### src/design/mips_pkg.sv
`default_nettype none

package mips_pkg;

    // widths fixed by the ISA
    localparam int DATA_W     = 32;
    localparam int REG_ADDR_W = 5;
    localparam int REG_COUNT  = 32;

    // primary opcode field
    typedef enum logic [5:0] {
        OP_SPECIAL = 6'h00,
        OP_ADDIU   = 6'h09,
        OP_SLTI    = 6'h0a,
        OP_SLTIU   = 6'h0b,
        OP_ANDI    = 6'h0c,
        OP_ORI     = 6'h0d,
        OP_XORI    = 6'h0e,
        OP_LUI     = 6'h0f
    } opcode_e;

    // funct field of SPECIAL
    typedef enum logic [5:0] {
        FN_SLL   = 6'h00,
        FN_SRL   = 6'h02,
        FN_SRA   = 6'h03,
        FN_MFHI  = 6'h10,
        FN_MTHI  = 6'h11,
        FN_MFLO  = 6'h12,
        FN_MTLO  = 6'h13,
        FN_MULT  = 6'h18,
        FN_MULTU = 6'h19,
        FN_ADDU  = 6'h21,
        FN_SUBU  = 6'h23,
        FN_AND   = 6'h24,
        FN_OR    = 6'h25,
        FN_XOR   = 6'h26,
        FN_NOR   = 6'h27,
        FN_SLT   = 6'h2a,
        FN_SLTU  = 6'h2b
    } funct_e;

    typedef enum logic [3:0] {
        ALU_ADD, ALU_SUB, ALU_AND, ALU_OR, ALU_XOR, ALU_NOR,
        ALU_SLT, ALU_SLTU, ALU_SLL, ALU_SRL, ALU_SRA, ALU_LUI
    } alu_op_e;

    typedef enum logic [2:0] {
        HL_NONE, HL_MULT, HL_MULTU, HL_MTHI, HL_MTLO
    } hilo_op_e;

    typedef enum logic [1:0] {
        WB_ALU, WB_HI, WB_LO
    } wb_src_e;

endpackage

`default_nettype wire

### src/design/wb_select.sv
`timescale 1ns/10ps
`default_nettype none

module wb_select
    import mips_pkg::*;
(
    input  logic                  clock_i,
    input  logic                  arst_n_i,
    input  logic                  valid_i,
    input  logic                  we_i,
    input  logic [REG_ADDR_W-1:0] dest_i,
    input  wb_src_e               wb_src_i,
    input  logic [DATA_W-1:0]     alu_result_i,
    input  logic [DATA_W-1:0]     hilo_result_i,

    output logic                  ex_fwd_we_o,
    output logic [REG_ADDR_W-1:0] ex_fwd_addr_o,
    output logic [DATA_W-1:0]     ex_fwd_data_o,

    output logic                  wb_we_o,
    output logic [REG_ADDR_W-1:0] wb_addr_o,
    output logic [DATA_W-1:0]     wb_data_o
);

    // execute-stage result, also the forwarding source
    assign ex_fwd_we_o   = valid_i & we_i;
    assign ex_fwd_addr_o = dest_i;
    assign ex_fwd_data_o = (wb_src_i == WB_ALU) ? alu_result_i : hilo_result_i;

    always_ff @(posedge clock_i or negedge arst_n_i) begin
        if (!arst_n_i) begin
            wb_we_o <= 1'b0;
        end else begin
            wb_we_o <= ex_fwd_we_o;
        end
    end

    always_ff @(posedge clock_i) begin
        wb_addr_o <= ex_fwd_addr_o;
        wb_data_o <= ex_fwd_data_o;
    end

endmodule

`default_nettype wire

### config.mk
export PLATFORM = sky130hd
export DESIGN_NAME = wb_select
export DESIGN_NICKNAME = d
export VERILOG_FILES = /design/src/design/mips_pkg.sv /design/src/design/wb_select.sv
export SDC_FILE = /design/constraint.sdc
export NUM_CORES = 1
export LEC_CHECK = 0
export ABC_CLOCK_PERIOD_IN_PS = 2900
export BUFFER_PORTS_ARGS = -buffer_cell sky130_fd_sc_hd__buf_2
export CAP_MARGIN = 20
export CORE_MARGIN = 4
export CORE_UTILIZATION = 34
export DETAILED_ROUTE_END_ITERATION = 6
export PLACE_DENSITY_LB_ADDON = 0.12
export SLEW_MARGIN = 30
export SYNTH_ARGS = -nofsm -noshare
export SYNTH_HDL_FRONTEND = slang
export SYNTH_SLANG_ARGS = --single-unit
### constraint.sdc
create_clock -name clock_i -period 2.9 [get_ports clock_i]
set_clock_uncertainty 0.1 [all_clocks]
set_input_delay 0.725 -clock clock_i [delete_from_list [all_inputs] [get_ports clock_i]]
set_output_delay 0.725 -clock clock_i [all_outputs]
set_load 0.01 [all_outputs]
-- Yosys cells after proc, flatten, opt, wreduce, memory -nomap -nowiden
Index checks and enable logic that the tools add are counted.
- register bits after elaboration: 38
- output and inout bits: 76
- word-level logic and storage cells: 6
- multiplexer cells: 1
- bitwise logic cells: 1
- reduce and logical (&&, ||, !) cells: 1
- operators with widths (operator ; count):
    $mux 32 ; 1
    $logic_not 2->1 ; 1
    $and 1x1->1 ; 1

-- Depth between registers and ports, before layout
Gate-level depths: netlist (run 1).
- word-level depth: 2
- mapped depth: 3

-- Least setup slack after synthesis (run 1)
No wires, ideal clock.
- path kind: in2out
- from: input port wb_src_i[1]
- to: output port ex_fwd_data_o[0]
- data arrival time: 1.425 ns
- setup slack: 0.650 ns
- stages on the path: 3
- cells stage by stage: nor2_4 -> clkbuf_8 -> mux2_2
- word-level cells in the longest chain between the ends: 2
- RTL lines (what ; RTL line ; source):
    start, declared ; wb_select.sv:12 ; input wb_src_e wb_src_i,
    $logic_not 2->1 ; wb_select.sv:28 ; assign ex_fwd_data_o = (wb_src_i == WB_ALU) ? alu_result_i : hilo_result_i;
    $mux 32 ; wb_select.sv:28 ;
    end, declared ; wb_select.sv:18 ; output logic [DATA_W-1:0] ex_fwd_data_o,
No other way between the ends.

-- Worst setup path after layout (run 1)
- from: input port wb_src_i[1]
- to: output port ex_fwd_data_o[16]
The elaborated chain is that of the path after synthesis.

==> results.md, run 1 <==
* WL met2 at 1940 um
* Cell-internal power at ~0.00080 W
* Placed instance count at ~270
* Initial DRT Pass Iterations at 2
* Crit path capture: ex_fwd_data_o[16]
* Initial antenna violation count at 0
* Overall die width at between 60 and 70 um
* H-tree lvl count at 2
* Setup Buffers After CTS at 0
* CTS sink cnt at 38
* Pwr per Cell Area at 527 nW/um^2
* Most frequent cells in the layout: buf_2, dfxtp_1, mux2_2
* ANT nets after route at 0
* Cell count after synthesis at 80
* Delay-heaviest family, CP: buffers and inverters
* Post-DP HPWL at 3070 um
* Clk buf depth at 2
* Max-cap violation count at 0
* Fin cells at 277
* Yosys cell types at 8
* Core Region at 3420 um^2
* Syn-to-layout area delta at 65.8%
* Post-Syn Area at 1230 um^2
* CP Depth at 5
* Sequential share of power at a little over half
* Top Metal Used: met4
* Row cnt at 21
* Top-level I/O count at 151
* Leak Pwr at roughly 1.1 nW
* Worst slew pin tran at ~0.17 ns
* Synthesized Nets at around 160
* Avg Inst Size Synth at 15.4 um^2
* Ys Warns at 0
* Worst slack, placed at between 0.3 and 0.4 ns
* Critical Path Source: wb_src_i[1]
* Minimum clock period at 2.50 ns
* GRT overflow at 0
* Drt total wl at approximately 3600 um
* CP bufs+invs at 3
* Wirelength per Cell at about 13 um
* Clock Power Share at approximately a quarter
* Gpl congestion at 0.688
* Critical Path Sink Type: output port
* Synth Register Bits at 38
* Crit Path Category: in -> out
* CTS root buffer: clkbuf_4
* Seq/Total Area, Yosys at 62.3%
* Vias in the first global route at 1184
* Status: complete, no violations
* Vias per cell at about 4.2
* Type of origin of the critical path: input port
* First-pass GRT wire length at 4830 um
* Sw Share at 25.5%
* HP Class: in -> async
* Residual DRC at 0
* Total track usage at between 10 and 15%
* Worst EP required at 2.08 ns
* Switching power at 0.000274 W
* CTS Buf Count at 5
* Die Ht at 68.1 um
* Via count at 1177
* Final hold vios at 0
* Cts hold-fix bufs at 0
* VDD IR max at 0.000331 V
* Max Fclk at 399 MHz
* Worst-path clk slew at about 0.11 ns
* Die area at 4640 um^2
* CP max stage cell: mux2_2
* DRT iter0 DRCs at 3
* Worst EP arrival at 1.68 ns
* Largest stage delay, worst path at 0.37 ns
* Slew margin rel. at just under 90%
* CP cell instances: buf_2 -> nor2_4 -> buf_12 -> mux2_2 -> buf_2
* RSZ-0062 raised after global routing: false
* Final #Nets at between 300 and 400
* PortBufs at 150
* CTS tree: yes
* Layout cells sized above 1 at 82.7%
* Routed met1 length at 1100 um
* Final setup TNS at 0 ns
* Power share of the combinational group at between 20% and 30%
* Peak fanout along the critical path at 32
* Final WS setup at 0.396 ns
* Initial core utilization at between 30% and 40%
* Fin util at 59.7%
* Final period utilization at between 80% and 90%
* Commonest non-fill, non-tap cell in the layout: buf_2
* Slew Viols, Final at 0
* CTS resizes at 0
* Antenna cells at 0
* Final setup viols at 0
* Top cell by count, worst path: buf_2
* Largest net degree at the start of global routing at 33
* Met3 routed WL at ~510 um
## per-stage QoR
step                area, um^2  hold WS [ns]  total power [W]
global placement          1980         0.400         0.000812
finish                    2040        0.0484          0.00108
detailed placement        1980         0.402         0.000817
floorplan                 1230         0.329         0.000691
global route              2040        0.0232          0.00113
CTS                       2040        0.0311          0.00109
## area by class of cell
| class | count | area (um^2) |
|---|---|---|
| clock buffers | 7 | 55.1 |
| clock inverters | 1 | 5.00 |
| fillers | 337 | 1380 |
| multi-input cells | 34 | 385 |
| flip-flops and latches | 38 | 766 |
| well taps | 46 | 57.6 |
| repair buffers | 151 | 771 |
## registers in the layout, indices dropped and copies added, names as in the netlist
register / count
wb_addr_o: 5
wb_data_o: 32
wb_we_o: 1
## cells by family (layout without fill, tap and decap cells)
| family | count (synthesis) | after routing | share of synthesized area, % |
|---|---|---|---|
| flip-flops | 38 | 38 | 62.3 |
| buffers and inverters | 8 | 159 | 6.41 |
| multiplexers | 32 | 32 | 29.9 |
| AND/OR/NAND/NOR | 2 | 2 | 1.42 |
## how the worst min path moves through the flow
stage               startpoint      end  slack (ns)  depth (start not counted)
floorplan             arst_n_i  wb_we_o        0.33                          0
global placement      arst_n_i  wb_we_o        0.40                          1
detailed placement    arst_n_i  wb_we_o        0.40                          1
CTS                   arst_n_i  wb_we_o        0.03                          1
global route          arst_n_i  wb_we_o        0.02                          1
finish                arst_n_i  wb_we_o        0.05                          1
## synth_stat cells
cell type  instances  area share (%)
and2_1             1            0.51
buf_4              5             3.1
clkbuf_8           3             3.4
dfrtp_1            1             2.0
dfxtp_1           37              60
mux2_2            30              27
mux2_4             2             2.4
nor2_4             1            0.92
## per-layer routing
layer,GRT usage [%],vias to the layer above
met5,0,-
met4,6.70,0
met3,6.40,8
met2,27.4,86
met1,12.2,516
li1,-,567
## power groups by stage
stage / Combinational, W / Clock, W / Sequential [W]
final: 0.000230 / 0.000275 / 0.000570
after detailed placement: 0.000234 / 0 / 0.000583
after global placement: 0.000231 / 0 / 0.000581
after floorplan: 0.0000863 / 0 / 0.000605
after CTS: 0.000235 / 0.000286 / 0.000571
after global routing: 0.000250 / 0.000301 / 0.000575
No activity file was read; power rests on OpenSTA's default activity.
==> run 2: changes to the inputs <==
- CORE_MARGIN: 4 -> 3
- CORE_UTILIZATION: 34 -> 36
- CTS_BUF_LIST: default -> sky130_fd_sc_hd__clkbuf_2
==> run 2 against run 1 <==
Worst setup slack got worse by 0.049 ns. Cell area decreased by 0.86%. Largest cell class unchanged. Via count shrank 0.59%. Flip-flop and latch count unchanged. Maximum frequency shrank 1.9%. Non-clock buffer count increased by 2. Global-route usage increased by 2.6 points. Cell count did not move. Wire length fell by 6.6%.
==> results.md, run 2 (synthesis gave the netlist of run 1 again) <==
* Status: complete, no violations
* Placed Area at 1970 um^2
* Slew Viols, Final at 0
* Worst slew pin tran at 0.251 ns
* Syn-to-layout area delta at 64.4%
* Most frequent cells in the layout: buf_2, dfxtp_1, mux2_2
* Top reg by flops: wb_data_o
* Vias per cell at 4.22
* CTS sink cnt at 38
* Top-level I/O count at 151
* CP cell instances: buf_2 -> nor2_4 -> buf_4 -> mux2_2 -> buf_2
* Delay-heaviest family, CP: buffers and inverters
* Final period utilization at 88.0%
* Cell area after layout at about 2000 um^2
* Initial antenna violation count at 0
* PortBufs at 150
* CTS tree: yes
* Power share of the combinational group at approximately 22%
* Layout cells sized above 1 at 82.8%
* Vias in the first global route at ~1.2k
* Residual DRC at 0
* Largest stage delay, worst path at approximately 0.38 ns
* Largest net degree at the start of global routing at 21
* Minimum clock period at 2.55 ns
* ANT nets after route at 0
* Sequential share of power at ~56%
* Overall die width at 64.5 um
* Max-cap violation count at 0
* CP bufs+invs at 3
* Final hold vios at 0
* Worst EP arrival at 1.73 ns
* Final #Nets at 307
* Worst-path clk slew at about 0.17 ns
* Total track usage at 16.8%
* CTS Buf Count at 5
* Clk buf depth at 2
* Critical Path Sink Type: output port
* Antenna cells at 0
* Row cnt at 20
* HP Class: in -> reg
* Die Ht at 64.5 um
* VDD IR max at 0.000272 V
* Crit Path Category: in -> out
* Commonest non-fill, non-tap cell in the layout: buf_2
* Slew margin rel. at between 80% and 90%
* First-pass GRT wire length at roughly 5200 um
* Largest register FFs at 32
* CP max stage cell: mux2_2
* Final setup viols at 0
* Leak Pwr at 1.10 nW
* Switching power at 0.000272 W
* Clock Power Share at 22.3%
* Cell-internal power at 0.000756 W
* Worst EP required at 2.08 ns
* Peak fanout along the critical path at 20
* Via count at 1170
* Type of origin of the critical path: input port
* Gpl congestion at slightly above 0.7
* DRT iter0 DRCs at 17
* Sw Share at 26.5%
* Post-DP HPWL at 2810 um
* CP Depth at 5
* H-tree lvl count at 2
* Initial core utilization at between 30% and 40%
* Die area at 4150 um^2
* Fin util at 64.1%
* Top cell by count, worst path: buf_2
* CTS root buffer: clkbuf_2
* Initial DRT Pass Iterations at 4
* RSZ-0062 raised after global routing: false
* Wirelength per Cell at 12.2 um
* Drt total wl at approximately 3400 um
* CTS resizes at 0
* Final setup TNS at 0 ns
* Largest regs: wb_data_o x32, wb_addr_o x5, wb_we_o x1
* WHS Path Cells at 1
* GRT overflow at 0
* Core Region at 3150 um^2
* Max Fclk at 392 MHz
* Pwr per Cell Area at between 500 and 600 nW/um^2
-- run 2: cell type report --
cell class	count	area, um^2
clock buffer	8	40.0
fill	272	1130
multi-input combinational	34	385
sequential	38	766
tap	44	55.1
timing repair buffer	153	776
-- run 2: metal layers --
layer | vias up | GRT usage (%) | wire, um
met3 | 5 | 9.88 | 489
met4 | 0 | 5.54 | 43
li1 | 572 | - | -
met5 | - | 0 | 0
met2 | 83 | 32.5 | 1790
met1 | 510 | 13.9 | 1040
-- run 2: path summary, 6_finish.rpt --
| check | from | to | slack, ns |
|---|---|---|---|
| min in group asynchronous | arst_n_i | wb_we_o | 0.52 |
| worst min-delay path | dest_i[0] | wb_addr_o[0] | 0.35 |
| max in group asynchronous | arst_n_i | wb_we_o | 2.10 |
| worst max-delay path | wb_src_i[1] | ex_fwd_data_o[27] | 0.35 |
-- run 2: per-stage QoR --
step	setup slack (ns)	power, W	hold slack, ns	cells
final	0.348	0.00103	0.355	277
after CTS	0.334	0.00104	0.336	277
after global placement	0.361	0.000808	0.399	268
after global routing	0.289	0.00110	0.283	277
after floorplan	0.650	0.000691	0.329	80
after detailed placement	0.332	0.000812	0.401	268
-- run 2: what timing repair did --
action	in CTS	in global routing
endpoints found under the setup margin	0	0
setup buffers	0	0
hold buffers	1	0
endpoints found under the hold margin	1	0
-- run 2: power by group through the flow --
stage | clock network (W) | registers [W] | logic (W)
floorplan | 0 | 0.000605 | 0.0000863
finish | 0.000229 | 0.000570 | 0.000229
CTS | 0.000240 | 0.000571 | 0.000233
global route | 0.000271 | 0.000575 | 0.000249
global placement | 0 | 0.000581 | 0.000228
detailed placement | 0 | 0.000582 | 0.000231
==> run 3: changes to the inputs <==
- PLACE_DENSITY: default -> 0.95
- PLACE_DENSITY_LB_ADDON: 0.12 -> default
==> run 3 against run 2 <==
Cell area up 1.5%. Via count up 3.6%. Hold slack worse by 0.0060 ns. Core utilization up 0.95 points. Count of clock-buffer cells in the layout down 3.
==> results.md, run 3 (synthesis gave the netlist of run 1 again) <==
* Status: complete, no violations
* Slew Viols, Final at 0
* Delay-heaviest family, CP: buffers and inverters
* Gpl congestion at around 0.74
* CTS tree: yes
* Wirelength per Cell at 15.5 um
* GRT overflow at 0
* Top reg by flops: wb_data_o
* Largest net degree at the start of global routing at 33
* Met1 Track Usage GR at 17.5%
* Clk buf depth at 2
* Layout cells sized above 1 at 82.8%
* Die Ht at 64.5 um
* Fill cell count at ~270
* CTS sink cnt at 38
* Initial core utilization at about two fifths
* Slew margin rel. at 87.6%
* Drt total wl at between 4000 and 5000 um
* Final setup TNS at 0 ns
* Worst slack, placed at approximately 0.35 ns
* Largest register FFs at 32
* HP Class: in -> reg
* Largest regs: wb_data_o x32, wb_addr_o x5, wb_we_o x1
* RSZ-0062 raised after global routing: false
* CP max stage cell: mux2_2
* Total track usage at around a fifth
* Met3 Usage GRT at 8.32%
* Top-level I/O count at 151
* Overall die width at approximately 64 um
* Final period utilization at 88.2%
* Vias in the first global route at ~1.3k
* H-tree lvl count at 2
* Setup Buffers After CTS at 0
* CP cell instances: buf_2 -> nor2_4 -> buf_12 -> mux2_2 -> buf_2
* Max Fclk at around 390 MHz
* M2 GR Usage at 41.4%
* Crit Path Category: in -> out
* Die area at 4150 um^2
* Leak Pwr at 1.10 nW
* Residual DRC at 0
* VDD IR max at 0.000368 V
* Commonest non-fill, non-tap cell in the layout: buf_2
* PortBufs at 150
* Antenna cells at 0
* Peak fanout along the critical path at 32
* CTS root buffer: clkbuf_2
* Most frequent cells in the layout: buf_2, dfxtp_1, mux2_2
* Final WS setup at 0.342 ns
* Worst-path clk slew at 0.19 ns
* Worst slew pin tran at 0.186 ns
* Vias per cell at 4.39
* Final #Nets at 306
* DRT iter0 DRCs at 41
* Row cnt at 20
* Final setup viols at 0
* Via count at around 1.2k
* Initial antenna violation count at 0
* Top cell by count, worst path: buf_2
* Final hold vios at 0
* Post-DP HPWL at 3590 um
* Core Region at 3150 um^2
* FF/Latch Area at 766 um^2
* CP bufs+invs at 3
* Type of origin of the critical path: input port
* Hold_ws at 0.349 ns
* Worst EP arrival at 1.73 ns
* Critical Path Sink Type: output port
* Max-cap violation count at 0
* Syn-to-layout area delta at 66.8%
* Worst EP required at 2.08 ns
* Most used routing layer: met2
* First-pass GRT wire length at 6260 um
* Pwr per Cell Area at 545 nW/um^2
* Multi-input logic area at 385 um^2
* Initial DRT Pass Iterations at 4
* Minimum clock period at 2.56 ns
* ANT nets after route at 0
* CTS Buf Count at 5
* Largest stage delay, worst path at 0.39 ns
## run 3: cell types whose count changed in the layout (fill, tap and decap cells not counted)
cell	previous run	this run
buf_4	2	0
buf_12	0	1
clkbuf_2	8	5
clkinv_2	0	2
bufinv_16	0	1
## run 3: area by class of cell
type | count | area share (%)
Clock buffer | 5 | 1.22
Sequential cell | 38 | 37.3
Multi-Input combinational cell | 34 | 18.8
Timing Repair Buffer | 152 | 38.0
Tap cell | 44 | 2.68
Clock inverter | 3 | 1.95
## run 3: per-layer routing
| metal | up-vias | wire length, um |
|---|---|---|
| li1 | 571 | - |
| met1 | 547 | 1310 |
| met3 | 8 | 472 |
| met2 | 86 | 2440 |
| met5 | - | 0 |
| met4 | 0 | 52 |
## run 3: path summary, 6_finish.rpt
kind | startpoint | to | slack, ns | cells past startpoint
max | wb_src_i[1] | ex_fwd_data_o[30] | 0.34 | 5
min | dest_i[3] | wb_addr_o[3] | 0.35 | 1
max in group asynchronous | arst_n_i | wb_we_o | 2.09 | 2
min in group asynchronous | arst_n_i | wb_we_o | 0.52 | 2
## run 3: where the power goes
group          leakage (nW)  internal [W]  switching [W]
sequential            0.325      0.000562     0.00000899
combinational         0.737      0.000124       0.000116
clock                0.0427      0.000143       0.000164
total                  1.10      0.000829       0.000289
## run 3: timing repair
item                                   CTS  global route
setup endpoints to repair                0             0
gates resized for setup                  0             0
hold buffers                             1             0
endpoints found under the hold margin    1             0
## run 3: through the flow
stage | instance area, um^2 | cells | utilization [%] | power, W
5_1_grt | 2050 | 276 | 65.1 | 0.00118
4_1_cts | 2050 | 276 | 65.1 | 0.00113
3_3_place_gp | 1980 | 267 | 62.7 | 0.000813
6_report | 2050 | 276 | 65.1 | 0.00112
3_5_place_dp | 1980 | 267 | 62.7 | 0.000823
2_1_floorplan | 1230 | 80 | - | 0.000691
