===== src/design/mips_pkg.sv =====
`default_nettype none

package mips_pkg;

    // widths fixed by the ISA
    localparam int DATA_W     = 32;
    localparam int REG_ADDR_W = 5;
    localparam int REG_COUNT  = 32;

    // primary opcode field
    typedef enum logic [5:0] {
        OP_SPECIAL = 6'h00,
        OP_ADDIU   = 6'h09,
        OP_SLTI    = 6'h0a,
        OP_SLTIU   = 6'h0b,
        OP_ANDI    = 6'h0c,
        OP_ORI     = 6'h0d,
        OP_XORI    = 6'h0e,
        OP_LUI     = 6'h0f
    } opcode_e;

    // funct field of SPECIAL
    typedef enum logic [5:0] {
        FN_SLL   = 6'h00,
        FN_SRL   = 6'h02,
        FN_SRA   = 6'h03,
        FN_MFHI  = 6'h10,
        FN_MTHI  = 6'h11,
        FN_MFLO  = 6'h12,
        FN_MTLO  = 6'h13,
        FN_MULT  = 6'h18,
        FN_MULTU = 6'h19,
        FN_ADDU  = 6'h21,
        FN_SUBU  = 6'h23,
        FN_AND   = 6'h24,
        FN_OR    = 6'h25,
        FN_XOR   = 6'h26,
        FN_NOR   = 6'h27,
        FN_SLT   = 6'h2a,
        FN_SLTU  = 6'h2b
    } funct_e;

    typedef enum logic [3:0] {
        ALU_ADD, ALU_SUB, ALU_AND, ALU_OR, ALU_XOR, ALU_NOR,
        ALU_SLT, ALU_SLTU, ALU_SLL, ALU_SRL, ALU_SRA, ALU_LUI
    } alu_op_e;

    typedef enum logic [2:0] {
        HL_NONE, HL_MULT, HL_MULTU, HL_MTHI, HL_MTLO
    } hilo_op_e;

    typedef enum logic [1:0] {
        WB_ALU, WB_HI, WB_LO
    } wb_src_e;

endpackage

`default_nettype wire


===== src/design/decode_stage.sv =====
`timescale 1ns/10ps
`default_nettype none

module decode_stage
    import mips_pkg::*;
(
    input  logic                  clock_i,
    input  logic                  arst_n_i,

    input  logic                  inst_valid_i,
    input  logic [DATA_W-1:0]     inst_i,

    input  logic [DATA_W-1:0]     rs_data_i,
    input  logic [DATA_W-1:0]     rt_data_i,

    input  logic                  ex_fwd_we_i,
    input  logic [REG_ADDR_W-1:0] ex_fwd_addr_i,
    input  logic [DATA_W-1:0]     ex_fwd_data_i,
    input  logic                  wb_we_i,
    input  logic [REG_ADDR_W-1:0] wb_addr_i,
    input  logic [DATA_W-1:0]     wb_data_i,

    output logic [REG_ADDR_W-1:0] rs_addr_o,
    output logic [REG_ADDR_W-1:0] rt_addr_o,

    output logic                  ex_valid_o,
    output alu_op_e               ex_alu_op_o,
    output hilo_op_e              ex_hilo_op_o,
    output wb_src_e               ex_wb_src_o,
    output logic [DATA_W-1:0]     ex_a_o,
    output logic [DATA_W-1:0]     ex_b_o,
    output logic [REG_ADDR_W-1:0] ex_dest_o,
    output logic                  ex_we_o
);

    logic                  inst_valid_q;
    logic [DATA_W-1:0]     inst_q;

    opcode_e               opcode;
    funct_e                funct;
    logic [DATA_W-1:0]     rs_val, rt_val;
    logic [DATA_W-1:0]     imm_sext, imm_zext, shamt;

    alu_op_e               alu_op_d;
    hilo_op_e              hilo_op_d;
    wb_src_e               wb_src_d;
    logic [DATA_W-1:0]     a_d, b_d;
    logic [REG_ADDR_W-1:0] dest_d;
    logic                  we_d;

    // instruction register
    always_ff @(posedge clock_i or negedge arst_n_i) begin
        if (!arst_n_i) begin
            inst_valid_q <= 1'b0;
        end else begin
            inst_valid_q <= inst_valid_i;
        end
    end

    always_ff @(posedge clock_i) begin
        inst_q <= inst_i;
    end

    assign opcode    = opcode_e'(inst_q[31:26]);
    assign funct     = funct_e'(inst_q[5:0]);
    assign rs_addr_o = inst_q[25:21];
    assign rt_addr_o = inst_q[20:16];
    assign imm_sext  = {{(DATA_W-16){inst_q[15]}}, inst_q[15:0]};
    assign imm_zext  = {{(DATA_W-16){1'b0}}, inst_q[15:0]};
    assign shamt     = {{(DATA_W-5){1'b0}}, inst_q[10:6]};

    // execute result is newest, then writeback, then the register file
    function automatic logic [DATA_W-1:0] fwd_sel(
        input logic [REG_ADDR_W-1:0] addr,
        input logic [DATA_W-1:0]     rf_data
    );
        if (ex_fwd_we_i && ex_fwd_addr_i == addr) begin
            return ex_fwd_data_i;
        end else if (wb_we_i && wb_addr_i == addr) begin
            return wb_data_i;
        end
        return rf_data;
    endfunction

    always_comb begin
        rs_val = fwd_sel(rs_addr_o, rs_data_i);
        rt_val = fwd_sel(rt_addr_o, rt_data_i);
    end

    always_comb begin
        alu_op_d  = ALU_ADD;
        hilo_op_d = HL_NONE;
        wb_src_d  = WB_ALU;
        a_d       = rs_val;
        b_d       = rt_val;
        dest_d    = inst_q[15:11];
        we_d      = 1'b0;
        case (opcode)
            OP_SPECIAL: begin
                case (funct)
                    FN_SLL:   begin alu_op_d = ALU_SLL;  a_d = shamt; we_d = 1'b1; end
                    FN_SRL:   begin alu_op_d = ALU_SRL;  a_d = shamt; we_d = 1'b1; end
                    FN_SRA:   begin alu_op_d = ALU_SRA;  a_d = shamt; we_d = 1'b1; end
                    FN_ADDU:  begin alu_op_d = ALU_ADD;  we_d = 1'b1; end
                    FN_SUBU:  begin alu_op_d = ALU_SUB;  we_d = 1'b1; end
                    FN_AND:   begin alu_op_d = ALU_AND;  we_d = 1'b1; end
                    FN_OR:    begin alu_op_d = ALU_OR;   we_d = 1'b1; end
                    FN_XOR:   begin alu_op_d = ALU_XOR;  we_d = 1'b1; end
                    FN_NOR:   begin alu_op_d = ALU_NOR;  we_d = 1'b1; end
                    FN_SLT:   begin alu_op_d = ALU_SLT;  we_d = 1'b1; end
                    FN_SLTU:  begin alu_op_d = ALU_SLTU; we_d = 1'b1; end
                    FN_MFHI:  begin wb_src_d = WB_HI;    we_d = 1'b1; end
                    FN_MFLO:  begin wb_src_d = WB_LO;    we_d = 1'b1; end
                    FN_MTHI:  hilo_op_d = HL_MTHI;
                    FN_MTLO:  hilo_op_d = HL_MTLO;
                    FN_MULT:  hilo_op_d = HL_MULT;
                    FN_MULTU: hilo_op_d = HL_MULTU;
                    default:  we_d = 1'b0;
                endcase
            end
            OP_ADDIU: begin alu_op_d = ALU_ADD;  b_d = imm_sext; we_d = 1'b1; end
            OP_SLTI:  begin alu_op_d = ALU_SLT;  b_d = imm_sext; we_d = 1'b1; end
            OP_SLTIU: begin alu_op_d = ALU_SLTU; b_d = imm_sext; we_d = 1'b1; end
            OP_ANDI:  begin alu_op_d = ALU_AND;  b_d = imm_zext; we_d = 1'b1; end
            OP_ORI:   begin alu_op_d = ALU_OR;   b_d = imm_zext; we_d = 1'b1; end
            OP_XORI:  begin alu_op_d = ALU_XOR;  b_d = imm_zext; we_d = 1'b1; end
            OP_LUI:   begin alu_op_d = ALU_LUI;  b_d = imm_zext; we_d = 1'b1; end
            default:  we_d = 1'b0;
        endcase
        // I-type results go to rt
        if (opcode != OP_SPECIAL) begin
            dest_d = inst_q[20:16];
        end
        if (dest_d == '0) begin
            we_d = 1'b0;
        end
    end

    // decode to execute register
    always_ff @(posedge clock_i or negedge arst_n_i) begin
        if (!arst_n_i) begin
            ex_valid_o   <= 1'b0;
            ex_we_o      <= 1'b0;
            ex_hilo_op_o <= HL_NONE;
        end else begin
            ex_valid_o   <= inst_valid_q;
            ex_we_o      <= we_d;
            ex_hilo_op_o <= hilo_op_d;
        end
    end

    always_ff @(posedge clock_i) begin
        ex_alu_op_o <= alu_op_d;
        ex_wb_src_o <= wb_src_d;
        ex_a_o      <= a_d;
        ex_b_o      <= b_d;
        ex_dest_o   <= dest_d;
    end

endmodule

`default_nettype wire


===== config.mk =====
export PLATFORM = sky130hd
export DESIGN_NAME = decode_stage
export DESIGN_NICKNAME = d
export VERILOG_FILES = /design/src/design/mips_pkg.sv /design/src/design/decode_stage.sv
export SDC_FILE = /design/constraint.sdc
export NUM_CORES = 1
export LEC_CHECK = 0
export BUFFER_PORTS_ARGS = -buffer_cell sky130_fd_sc_hd__buf_2
export CORE_MARGIN = 2
export CORE_UTILIZATION = 44
export DETAILED_ROUTE_END_ITERATION = 10
export GPL_TIMING_DRIVEN = 0
export PLACE_DENSITY = 0.8
export REMOVE_ABC_BUFFERS = 1
export SLEW_MARGIN = 15
export SYNTH_ARGS = -nofsm -noshare
export SYNTH_HDL_FRONTEND = slang
export SYNTH_SLANG_ARGS = --single-unit
export TNS_END_PERCENT = 5

===== constraint.sdc =====
create_clock -name clock_i -period 2.26 [get_ports clock_i]
set_input_delay 0.452 -clock clock_i [delete_from_list [all_inputs] [get_ports clock_i]]
set_output_delay 0.452 -clock clock_i [all_outputs]
set_load 0.03 [all_outputs]

### Yosys cells after proc, flatten, opt, wreduce, memory -nomap -nowiden

Cells that the tools add are included.

| cells by class | value |
|---|---|
| multiplexer cells | 22 |
| reductions and logical operators | 13 |
| equal/unequal tests | 27 |

Operators with widths:

| operator | number |
|---|---|
| 32-bit 2-to-1 mux | 8 |
| 32-bit case mux with 2 select lines | 1 |
| 6-bit equality test, second input constant | 8 |
| 6-bit by 4-bit equality test with 1-bit output, second input constant | 7 |
| 4-bit case mux with 10 select lines | 1 |
| 6-bit by 5-bit equality test with 1-bit output, second input constant | 6 |
| 4-bit case mux with 7 select lines | 1 |
| 5-bit equality test | 4 |
| 13-bit OR reduction | 1 |
| 6-bit by 2-bit equality test with 1-bit output, second input constant | 2 |
| 6-bit zero test | 2 |
| 3-bit case mux with 4 select lines | 1 |
| 7-bit OR reduction | 1 |
| 1-bit 2-to-1 mux | 6 |
| 6-bit nonzero test | 1 |
| 3-bit OR reduction | 2 |
| 5-bit zero test | 1 |
| 5-bit 2-to-1 mux | 1 |
| 1-bit logical AND | 4 |
| 2-bit case mux with 2 select lines | 1 |
| 4-bit OR reduction | 1 |
| 3-bit 2-to-1 mux | 1 |
| 1-bit case mux with 2 select lines | 1 |

| storage, ports and cells | value |
|---|---|
| input bits | 175 |
| register bits after elaboration | 113 |
| output and inout port bits | 90 |
| word-level logic and storage cells | 72 |

### Longest topological paths before layout

Gate-level depths: netlist (run 1).

| logic depth | value |
|---|---|
| word-level depth | 7 |
| mapped depth | 8 |
| depth with buffers taken out | 5 |

### Least setup slack after synthesis (run 1)

Ideal clock, no wire load.

| timing path | value |
|---|---|
| path kind | input-to-reg |
| start | in wb_addr_i[1] |
| end | reg ex_b_o[16] |
| stages | 7 |
| path slack | 0.269 ns |
| data arrival time | 1.869 ns |
| required time | 2.138 ns |
| cell sequence | xnor2_1 nand3_1 or3_1 buf_6 buf_12 mux2_4 a221o_1 |

| on the way | value |
|---|---|
| longest elaborated chain between the ends | 6 |

RTL lines:

| item | RTL line | source |
|---|---|---|
| from (decl) | decode_stage.sv:20 | `input logic [REG_ADDR_W-1:0] wb_addr_i,` |
| 5-bit equality test | decode_stage.sv:79 | `end else if (wb_we_i && wb_addr_i == addr) begin` |
| 1-bit logical AND | decode_stage.sv:79 |  |
| 1-bit 2-to-1 mux | decode_stage.sv:79 |  |
| 1-bit 2-to-1 mux | decode_stage.sv:77 | `if (ex_fwd_we_i && ex_fwd_addr_i == addr) begin` |
| 32-bit 2-to-1 mux | decode_stage.sv:82 | `return rf_data;` |
| 32-bit case mux with 2 select lines | decode_stage.sv:98 | `case (opcode)` |
| named net b_d[16] | decode_stage.sv:47 | `logic [DATA_W-1:0] a_d, b_d;` |
| to (signal assigned) | decode_stage.sv:156 | `ex_b_o <= b_d;` |
| to (decl) | decode_stage.sv:31 | `output logic [DATA_W-1:0] ex_b_o,` |

The timed path passes the listed nets, and every way through them passes these cells.
A chain may end at the register's enable or synchronous reset.

### Worst setup path after layout (run 1)

| timing path | value |
|---|---|
| start | reg inst_q[27] |
| end | reg ex_a_o[26] |

| on the way | value |
|---|---|
| longest elaborated chain between the ends | 2 |

RTL lines:

| item | RTL line | source |
|---|---|---|
| from (decl) | decode_stage.sv:37 | `logic [DATA_W-1:0] inst_q;` |
| from (signal assigned) | decode_stage.sv:61 | `inst_q <= inst_i;` |
| 6-bit zero test | decode_stage.sv:98 |  |
| 32-bit 2-to-1 mux | decode_stage.sv:98 |  |
| named net a_d[26] | decode_stage.sv:47 |  |
| to (signal assigned) | decode_stage.sv:155 | `ex_a_o <= a_d;` |
| to (decl) | decode_stage.sv:30 | `output logic [DATA_W-1:0] ex_a_o,` |

The timed path passes the listed nets, and every way through them passes these cells.

==> run summary, run 1 <==
After synthesis, the mean cell area works out to 9.53 µm². The instance area after placement is 0.00598 mm². The global-route wire length before repair came out at 24400 µm.

The worst setup path is of the register to register kind. In this run the worst path has a maximum fanout of 33. The number of endpoints with negative hold slack in the final report is 0.

The signal on the critical path passes through or3_1 -> nor3_2 -> nand3_4 -> o21ai_0 -> a31oi_1. From left edge to right edge, the die measures 107 µm. The flow ran to the end, and the final reports show no timing, DRC or antenna violations. After clock tree synthesis, the clock-pin slew on the worst setup and hold paths is 0.06 ns.

The delay of the slowest cell on the worst path is 0.48 ns. The slack of the critical path came out at 0.0903 ns. Yosys attributes the largest share of cell area to sky130_fd_sc_hd__dfxtp_1, sky130_fd_sc_hd__nand2_1, sky130_fd_sc_hd__o21ai_0. The type of element launching the critical path is a register. At the worst endpoint, the required time is 2.62 ns. The global-route track usage on met2 came out at 48.8%. The number of clock buffers inserted by TritonCTS is 17. The total of flip-flops plus latches after synthesis is 113. The first detailed-routing pass took 6 iterations. The transition time at the pin with the least slew margin is 0.694 ns. For this block, the initial DRC count from the detailed router was 455. The via count of the first global-routing pass is 4967. The number of warning messages in the yosys log is 0. In this design, the largest share of critical-path delay is due to simple AND/OR/NAND/NOR gates.

Leaving out filler cells and counting taps, the final layout contains 883. The instance count of the mapped netlist is 487. In the layout the commonest cells are sky130_fd_sc_hd__buf_2, sky130_fd_sc_hd__dfxtp_1, sky130_fd_sc_hd__nand2_1. The count of standard-cell rows is 37. The overall die area came out at 0.0114 mm².

The core region area came out at 0.0103 mm². The final critical delay including setup and external delays is 2.17 ns. The number of antenna violations at the first check in global routing was 0. Entering global routing, the biggest net connects 34 pins. The worst-path cell with the longest stage delay is sky130_fd_sc_hd__or3_1.

The flop-to-flop setup slack came out at 0.09 ns. STA puts the critical path data arrival time at 2.53 ns. The library cell used most frequently in the layout, excluding fill and tap cells, is sky130_fd_sc_hd__buf_2. Buffers placed on the I/O ports in this run total 264. The count of endpoints failing setup in the final report came out at 0. The clock latency on the worst-skew pair is 0.52 ns. The category of the worst setup path capture point is a register. The cell type contributing the most total cell area after synthesis is sky130_fd_sc_hd__dfxtp_1. The share of layout cells above drive strength 1 came out at 45.2%. At the end of the flow, the number of nets in the layout was 908. The count of buffer and inverter cells on the critical path is 0. The wire length per cell after detailed routing came out at 18.4 µm.

Headroom to the max-slew limit came out at 53.6%. Once layout is done, the placed cells without fillers occupy 0.00669 mm². Counting tap cells, the placed design contains a total of 845 instances.

The maximum number of buffers from clock root to sink came out at 2. The power density over the cells came out at 855 mW/mm². Cells fill 65.0% of the core in the end. The share of the Yosys chip area taken by registers is 49.4%. The starting density of the core is 45.2%. The worst clock skew came out at 0.00792 ns. Global routing used 27.9% of the available tracks across all layers.

The count of H-tree levels built during CTS came out at 4. The number of I/O pins is 265. The DRC violations left came out at 0. The fmax is 461 MHz. The post-placement setup slack is -0.734 ns. The final count of pins violating max slew came out at 0. The synthesis-to-finish area growth is 44.1%. The count of flip-flops with a built-in enable after synthesis is 0. In the routed layout, each cell is associated on average with a via count of 5.57. The total congestion overflow after global routing is 0. The tightest min-delay check is of the primary input to register type. The count of max-cap constraint violations is 0. The number of filler instances in the final layout is 843. The die is 107 µm tall. Setup repair after global routing could not meet its margin everywhere. Summed over all cells, the static leakage comes to 0.00328 µW. The routed wire length came out at 16300 µm. The met1 global-route usage came out at 30.0%. The total via count after detailed routing came out at 4915. The root cell of the clock tree is sky130_fd_sc_hd__clkbuf_8.

The count of nets left with antenna violations after detail routing is 0. The netlist uses 39 different library cells. The congestion estimate from routability-driven global placement came to 0.896.

The clock sink count came out at 113. The combined area of all synthesized cells is 0.00464 mm². The met3 routing resource usage after global routing came out at 9.00%. For the final routed database, the setup TNS stands at 0 ns. The TritonCTS clock tree is built. The layer flagged by global routing as most heavily used is met2. Counting flops with an async set or reset pin after synthesis yields a share of 5.31%.

In the synthesized netlist the dominant register cell turns out to be sky130_fd_sc_hd__dfxtp_1. The final worst-path cycle share came out at 96.0%. The fraction of synthesized cell area taken by the top area cell type is 46.2%. The final HPWL from detailed placement came out at 11400 µm. IR analysis of the VDD net gives a maximum drop of 0.000516 V.
## worst register-to-register path, stage by stage, from the launching register on
cell and delay, ns:
sky130_fd_sc_hd__dfxtp_1 0.35, sky130_fd_sc_hd__or3_1 0.48, sky130_fd_sc_hd__nor3_2 0.45, sky130_fd_sc_hd__nand3_4 0.41, sky130_fd_sc_hd__o21ai_0 0.23, sky130_fd_sc_hd__a31oi_1 0.11
## area by class of cell
cell class                      instances  area, µm²  area share [%]
Clock inverter                          9        130            1.95
Tap cell                              136        170            2.55
Clock buffer                           23        467            6.98
Timing Repair Buffer                  271       1430            21.4
Multi-Input combinational cell        327       2180            32.6
Sequential cell                       113       2290            34.3
Antenna cell                            1       2.50          0.0374
Inverter                                3       11.3           0.168
## report_power, final
part | leakage [µW] | internal, µW | total [µW] | switching (µW)
registers | 0.000980 | 2140 | 2210 | 71.1
clock network | 0.000280 | 1760 | 2670 | 911
logic | 0.00202 | 329 | 833 | 504
## sequential cells by signal (all words and copies together) (netlist names)
register	count
ex_a_o	32
ex_we_o	1
ex_hilo_op_o	3
inst_valid_q	1
ex_wb_src_o	2
ex_dest_o	5
ex_valid_o	1
inst_q	32
ex_alu_op_o	4
ex_b_o	32
## Yosys cell counts (all sizes together), types with 3 or more instances
master,n
a211oi,11
nand2,73
dfxtp,107
clkbuf,24
mux2,21
inv,3
and2,7
a21oi,5
o22ai,3
a31oi,28
or3,3
a221o,16
o21ai,51
mux2i,12
nor2,19
xor2,12
nor4,5
a221oi,10
nand3,7
nor3,18
dfrtp,6
and3,5
xnor2,10
buf,21
## per-layer routing
layer	vias to the layer above	share of wire [%]
met5	-	0
met4	0	3.5
met3	56	9.4
met2	321	50
met1	2302	37
li1	2236	-
## logic make-up (layout without fill, tap and decap cells)
logic type | Yosys count | count (layout) | share of synthesized area (%)
flops | 113 | 113 | 49.4
compound gates | 125 | 125 | 17.5
simple gates | 146 | 147 | 14.6
buf+inv | 48 | 306 | 5.66
other cells | 0 | 1 | 0
mux | 33 | 33 | 8.74
xor+xnor | 22 | 22 | 4.15
## repair_timing
action / 4_1_cts / 5_1_grt
gates cloned: 0 / 1
endpoints found under the setup margin: 61 / 52
buffers inserted: 2 / 1
gates resized for setup: 7 / 6
hold buffers: 1 / 0
pin swaps: 1 / 3
endpoints found under the hold margin: 6 / 0
## stage by stage
step | total power [µW] | hold WS [ns]
detailed placement | 3050 | 0.286
CTS | 5720 | 0.0174
global route | 5900 | 0.00303
floorplan | 2690 | 0.156
finish | 5710 | 0.0312
global placement | 3030 | 0.282
## worst paths after layout
| path | start | end | depth (start not counted) |
|---|---|---|---|
| max reg2reg | inst_q[27]$_DFF_P_ | ex_a_o[26]$_DFF_P_ | 5 |
| max in group asynchronous | arst_n_i | ex_hilo_op_o[1]$_DFF_PN0_ | 2 |
| max | inst_q[27]$_DFF_P_ | ex_a_o[26]$_DFF_P_ | 5 |
| min in group asynchronous | arst_n_i | ex_hilo_op_o[2]$_DFF_PN0_ | 2 |
| min reg2reg | inst_valid_q$_DFF_PN0_ | ex_valid_o$_DFF_PN0_ | 0 |
| min | inst_i[19] | inst_q[19]$_DFF_P_ | 1 |
No activity file was read; power rests on OpenSTA's default activity.
==> run 2: changes to the inputs <==
CORE_UTILIZATION = 40   (was 44)
PLACE_DENSITY = 0.77   (was 0.8)
clock period = 1.8 ns   (was 2.26 ns; I/O delays follow)
==> run 2 against run 1 <==
  * The run now ends with setup timing left
  * Sequential share of layout area decreased by 1.3 points
  * Fmax grew 8.8%
  * Core utilization fell by 3.4 points
  * Global-route usage down 1.3 points
  * Die area is 9.6% higher
  * First-iteration DRC count fell by 4.6%
  * Final area increased by 4.8%
  * Final cell count is 2.8% higher
  * Clock power grew 13%
  * Clock skew is 0.0019 ns lower
  * Flip-flop and latch count is the same
  * Total power is 21% higher
  * Critical path type unchanged
  * Critical endpoint is now ex_b_o[16]$_DFF_P_
==> run summary, run 2 (synthesized netlist as in run 1, its figures left out) <==
The switching power of the nets came out at 1840 µW. The count of buffers inserted at the top-level ports came out at 264. The worst slew margin relative to its limit came out at 61.9%. Counting tap cells, the placed design contains a total of 852 instances.

The total negative setup slack came out at -2.75 ns. In this run, CTS created clock tree buffers numbering 17. The critical path in this run is classified as register to register. The synthesis-to-finish area growth is 51.0%.

The core region area came out at 0.0114 mm². For the worst-skew pair, the clock arrives at the later sink with an insertion delay of 0.41 ns. Power spread over the standard cell area amounts to 987 mW/mm². The share of power burned in registers is 40.1%. The count of H-tree levels built during CTS came out at 4. Across the run, the number of max-cap violations was 0.

TritonCTS built the clock tree. The final estimated routing congestion in global placement is 0.858. The final cell count without fillers came out at 908. Along the worst path, the maximum fanout reaches 11. The path with the worst hold slack has its endpoint at inst_q[25]$_DFF_P_. The flop-to-flop setup slack is -0.19 ns.

The largest individual stage delay along the critical path comes from the cell sky130_fd_sc_hd__or3_4. The number of I/O pins came out at 265. In the final layout, the registers with the most flip-flops are ex_a_o (32), ex_b_o (32), inst_q (32). The arrival time at the worst endpoint is 2.28 ns. The starting density of the core is 40.8%. The post-placement setup slack came out at -1.12 ns. The final count of pins violating max slew came to 0. The library cell used most frequently in the layout, excluding fill and tap cells, is sky130_fd_sc_hd__buf_2. The number of endpoints with negative hold slack in the final report is 0.

In this run the remaining antenna-violating nets after routing total 0. The fmax is 502 MHz. The root cell of the clock tree is sky130_fd_sc_hd__clkbuf_16. The share of layout cells above drive strength 1 came out at 50.1%. In this run the critical register-to-register path is captured at ex_b_o[16]$_DFF_P_.

The worst hold path class is primary input to register. The total via count after detailed routing is 4954. The total iterations of the first detailed-routing run is 7. The internal power of the cells totals 5070 µW. The worst hold path begins at inst_i[25]. The run finished, with violations left.

The overall die area came out at 0.0125 mm². The count of standard-cell rows is 39. The number of instances on the worst hold path came out at 1. Dividing the detail-routed wire length by the instance count gives 19.3 µm. The count of endpoints failing setup in the final report is 27. The final net count is 927. Dividing the detail-routed via count by the number of cells gives 5.46. The number of filler instances in the final layout is 948. The tree built by TritonCTS fans out to 113 sinks. Once detailed placement completed, the half-perimeter wirelength came to 11500 µm. The slack of the critical path is -0.194 ns.

The pin count of the biggest net entering global routing came out at 33. The switching share of power came out at 26.6%. The total routing usage reported by global routing came out at 26.6%.

Setup repair after global routing could not meet its margin everywhere. The part of the power in the clock network is 43.9%. The global-route wire length before repair is 25700 µm.

At the pin with the least slew margin, the transition time is 0.570 ns. The final critical delay including setup and external delays came out at 1.99 ns. The clock slew at the register clock pins of the worst setup and hold paths is 0.05 ns. The die boundary width is 112 µm. The number of antenna violations at the first check in global routing was 1. The post-layout total power is 6910 µW. The maximum number of buffers from clock root to sink came out at 2. The critical register-to-register path startpoint is inst_q[16]$_DFF_P_. In this run the number of cells on the critical path is 6.

The via count of the first global-routing pass is 5018. The final worst-path cycle share came out at 111%. The starting DRC count in detailed routing came out at 434. Global routing finished with a remaining overflow of 0. In the routed design, unresolved DRC markers number 0. The required time of the worst setup path is 2.08 ns.

Traced cell by cell, the critical path runs through xnor2_2 -> nand3_1 -> or3_4 -> buf_12 -> mux2_4 -> a221o_1. The worst voltage drop across the vdd grid came out at 0.000793 V. On the final layout, the worst clock skew is 0.00602 ns. The share of total power in combinational logic came out at 16.0%. The checks that failed: setup timing. The y dimension of the die is 112 µm. STA classifies the critical path endpoint as a register.

The routed design has 17500 µm of wire. The delay of the slowest cell on the worst path is 0.43 ns. On the critical path the largest part of the delay comes from simple AND/OR/NAND/NOR gates.

The count of buffer and inverter cells on the critical path came out at 1. The worst setup path is launched from a register. For this design the static power due to leakage is 0.00340 µW. The worst reg-to-reg path cell count came out at 6. In the layout the commonest cells are sky130_fd_sc_hd__buf_2, sky130_fd_sc_hd__dfxtp_1, sky130_fd_sc_hd__nand2_1. Tracing the worst setup path back leads to its startpoint at inst_q[16]$_DFF_P_.
run 2: metrics by stage:
stage	area (µm²)	util (%)	hold WS (ns)
2_1_floorplan	4390	-	0.0644
3_3_place_gp	5890	51.8	0.192
3_5_place_dp	5980	52.6	0.197
4_1_cts	6740	59.3	0.0345
5_1_grt	7010	61.6	0.0298
6_report	7010	61.6	0.0487
run 2: worst max path at each step:
stage and end:
3_5_place_dp ex_b_o[16]$_DFF_P_, 6_report ex_b_o[16]$_DFF_P_, 4_1_cts ex_b_o[16]$_DFF_P_, 5_1_grt ex_b_o[16]$_DFF_P_, 2_1_floorplan ex_b_o[31]$_DFF_P_, 3_3_place_gp ex_b_o[16]$_DFF_P_
run 2: power groups by stage:
stage / Combinational, µW / Clock, µW / Sequential, µW
6_report: 1110 / 3030 / 2770
5_1_grt: 1180 / 3200 / 2790
3_3_place_gp: 986 / 0 / 2810
3_5_place_dp: 1010 / 0 / 2820
4_1_cts: 1050 / 3080 / 2770
2_1_floorplan: 268 / 0 / 3110
run 2: layer usage:
layer	vias to the layer above	wire, µm	track usage (%)	share of wire [%]
met5	-	0	0	0
met1	2319	6670	29.4	38
li1	2283	-	-	-
met3	52	1590	8.17	9.1
met4	0	690	14.0	3.9
met2	300	8580	45.9	49
run 2: layout make-up:
class | instances | area (µm²) | area share (%)
inverter | 3 | 11.3 | 0.161
clock buffer | 24 | 472 | 6.73
antenna | 1 | 2.50 | 0.0357
multi-input combinational | 331 | 2390 | 34.1
clock inverter | 7 | 60.1 | 0.857
tap | 143 | 179 | 2.55
timing repair buffer | 286 | 1580 | 22.6
sequential | 113 | 2310 | 33.0
run 2: repair_timing:
action	CTS	global route
endpoints found under the hold margin	6	0
gates cloned	2	3
gates resized for setup	50	26
hold buffers	1	0
setup buffers	4	14
endpoints found under the setup margin	66	65
pin swaps	10	20
==> run 3: changes to the inputs <==
CELL_PAD_IN_SITES_DETAIL_PLACEMENT = 0   (was not set)
CELL_PAD_IN_SITES_GLOBAL_PLACEMENT = 1   (was not set)
CORE_UTILIZATION = 28   (was 40)
PLACE_DENSITY = not set   (was 0.77)
PLACE_DENSITY_LB_ADDON = 0.1   (was not set)
==> run 3 against run 2 <==
  * Die area increased by 41%
  * Final cell count increased by 8.3%
  * Clock power increased by 14%
  * Flip-flop and latch count unchanged
  * The run still ends with setup timing left
  * Register-to-register slack improved by 0.05 ns
==> run summary, run 3 (synthesized netlist as in run 1, its figures left out) <==
The run finished, with violations left. The checks that failed: setup timing. TritonCTS built the clock tree.

The die is 133 µm tall. Setup repair after global routing could not meet its margin everywhere. The worst clock skew came out at 0.00681 ns. The synthesis-to-finish area growth is 54.1%. The worst setup path is of the register to register kind. Detailed routing inserted a total of 4747 vias. The wire length per cell after detailed routing is 19.0 µm.

The post-route netlist has 50.7% of its cells at a drive strength greater than 1. The worst-path cell with the longest stage delay is sky130_fd_sc_hd__or3_4. The worst hold path class is primary input to register. The global-route wire length before repair came out at 28100 µm. The worst voltage drop across the vdd grid is 0.000623 V. The leakage power summed over all cells came out at 0.00341 µW. The total negative setup slack came out at -2.07 ns. The total non-filler cell area in the finished layout came out at 0.00715 mm².

The category of the worst setup path capture point is a register. The pin count of the biggest net entering global routing is 34. The total iterations of the first detailed-routing run is 4. The final worst-path cycle share came out at 108%.

Leaving out fill and tap cells, the most frequent cells in the layout are sky130_fd_sc_hd__buf_2, sky130_fd_sc_hd__dfxtp_1, sky130_fd_sc_hd__nand2_1. CTS built an H-tree with a depth of 4. The starting DRC count in detailed routing is 208. The final estimated routing congestion in global placement came out at 0.790. The post-layout total power came out at 7330 µW.

The routed wire length is 18700 µm. The maximum number of buffers from clock root to sink is 2. The number of endpoints with negative hold slack in the final report is 0. STA classifies the critical path startpoint as a register. STA puts the critical path data required time at 2.10 ns. Counting the buffers created by CTS gives 17. The clock sink count is 113. The final count of pins violating max slew is 0.

Detailed placement finished with a half-perimeter wire length of 13000 µm. The power density over the cells is 1020 mW/mm². Of all nets on the critical path, the largest fanout is 14. The overall die area came out at 0.0176 mm².

In the final layout, the registers with the most flip-flops are ex_a_o (32), ex_b_o (32), inst_q (32). Setup violations remaining at the end of the flow were counted as 26. The total overflow left after global routing is 0. After detailed routing, the number of vias per cell comes to 4.83.

The final core utilization is 43.6%. The final critical delay including setup and external delays came out at 1.95 ns. The die boundary width came out at 133 µm. In the global route stage, overall resource usage came out at 21.1%. The floorplan has 47 rows. The most frequent standard cell in the layout excluding fill and tap cells is sky130_fd_sc_hd__buf_2. The transition time at the pin with the least slew margin is 0.614 ns. The fmax is 514 MHz.

Once detail routing completed, the nets flagged for antenna violations numbered 0. The count of buffers inserted at the top-level ports is 264. The core region area came out at 0.0164 mm². Once routing completed, OpenROAD measured the worst setup slack at -0.147 ns. For this configuration, the core starts out at a cell density of 28.3%. The number of antenna violations at the first check in global routing came out at 3. The via count of the first global-routing pass is 4830.

The signal on the critical path passes through xnor2_2 -> nand3_2 -> or3_4 -> buf_12 -> mux2_4 -> a221o_1. CTS placed an instance of sky130_fd_sc_hd__clkbuf_16 at the clock tree root. The arrival time at the worst endpoint is 2.24 ns. The clock latency on the worst-skew pair came out at 0.41 ns. The clock slew at the register clock pins of the worst setup and hold paths is 0.05 ns.

The instance area after placement came out at 0.00611 mm². The number of I/O pins came out at 265. The largest single stage delay on the critical path is 0.41 ns. The final net count came out at 923. The worst slew margin relative to its limit came out at 58.9%. The count of max-cap constraint violations came out at 0.

In the routed design, unresolved DRC markers number 0.
==> run 3: cell count changes in the layout (fill, tap and decap cells not counted), sizes merged <==
cell / delta
bufinv: +2
buf: -1
clkinvlp: +3
nand2: -1
clkbuf: -2
nand3: -2
diode: +1
clkinv: -2
==> run 3: routing by layer <==
layer | global-route usage [%] | wire [µm] | vias up
met4 | 7.11 | 351 | 2
met3 | 6.05 | 1320 | 29
met1 | 25.6 | 8100 | 2203
met2 | 35.9 | 8940 | 235
met5 | 0 | 15 | -
li1 | - | - | 2278
==> run 3: final cells by class <==
type | instances | area, µm²
Clock inverter | 10 | 133
Inverter | 3 | 11.3
Timing Repair Buffer | 285 | 1600
Antenna cell | 2 | 5.00
Tap cell | 220 | 275
Fill cell | 1662 | 9260
Sequential cell | 113 | 2310
Multi-Input combinational cell | 328 | 2340
Clock buffer | 22 | 474
==> run 3: worst max-delay path, delay by kind of cell, from the launching register on <==
kind,cells,cell delay [ns]
simple gates,2,0.50
mux,1,0.30
compound gates,1,0.30
xor+xnor,1,0.17
buf+inv,1,0.17
flops,1,0.37
==> run 3: stage by stage <==
step	hold slack, ns	setup slack, ns	cells
finish	0.0443	-0.147	983
global placement	0.184	-2.04	926
CTS	0.0280	-0.167	976
floorplan	0.0644	-0.827	442
detailed placement	0.189	-1.31	931
global route	0.0246	-0.192	982
==> run 3: report_power, final <==
part / internal [µW] / switching (µW) / leakage (µW)
clock network: 2270 / 1180 / 0.000292
logic: 445 / 661 / 0.00214
registers: 2680 / 89.3 / 0.000981
==> run 3: path summary, 6_finish.rpt <==
check,from,endpoint,slack (ns),cells after the start
min reg2reg,inst_valid_q$_DFF_PN0_,ex_valid_o$_DFF_PN0_,0.36,0
max reg2reg,inst_q[18]$_DFF_P_,ex_b_o[24]$_DFF_P_,-0.15,6
max in group asynchronous,arst_n_i,ex_we_o$_DFF_PN0_,1.36,2
max,inst_q[18]$_DFF_P_,ex_b_o[24]$_DFF_P_,-0.15,6
min,inst_i[7],inst_q[7]$_DFF_P_,0.04,1
min in group asynchronous,arst_n_i,inst_valid_q$_DFF_PN0_,0.29,2
==> run 3: repair_timing <==
item,in CTS,in global routing
hold endpoints to repair,6,0
pin swaps,7,20
setup buffers,10,5
endpoints found under the setup margin,65,65
hold buffers,1,0
resized for setup,37,24
gates cloned,2,0
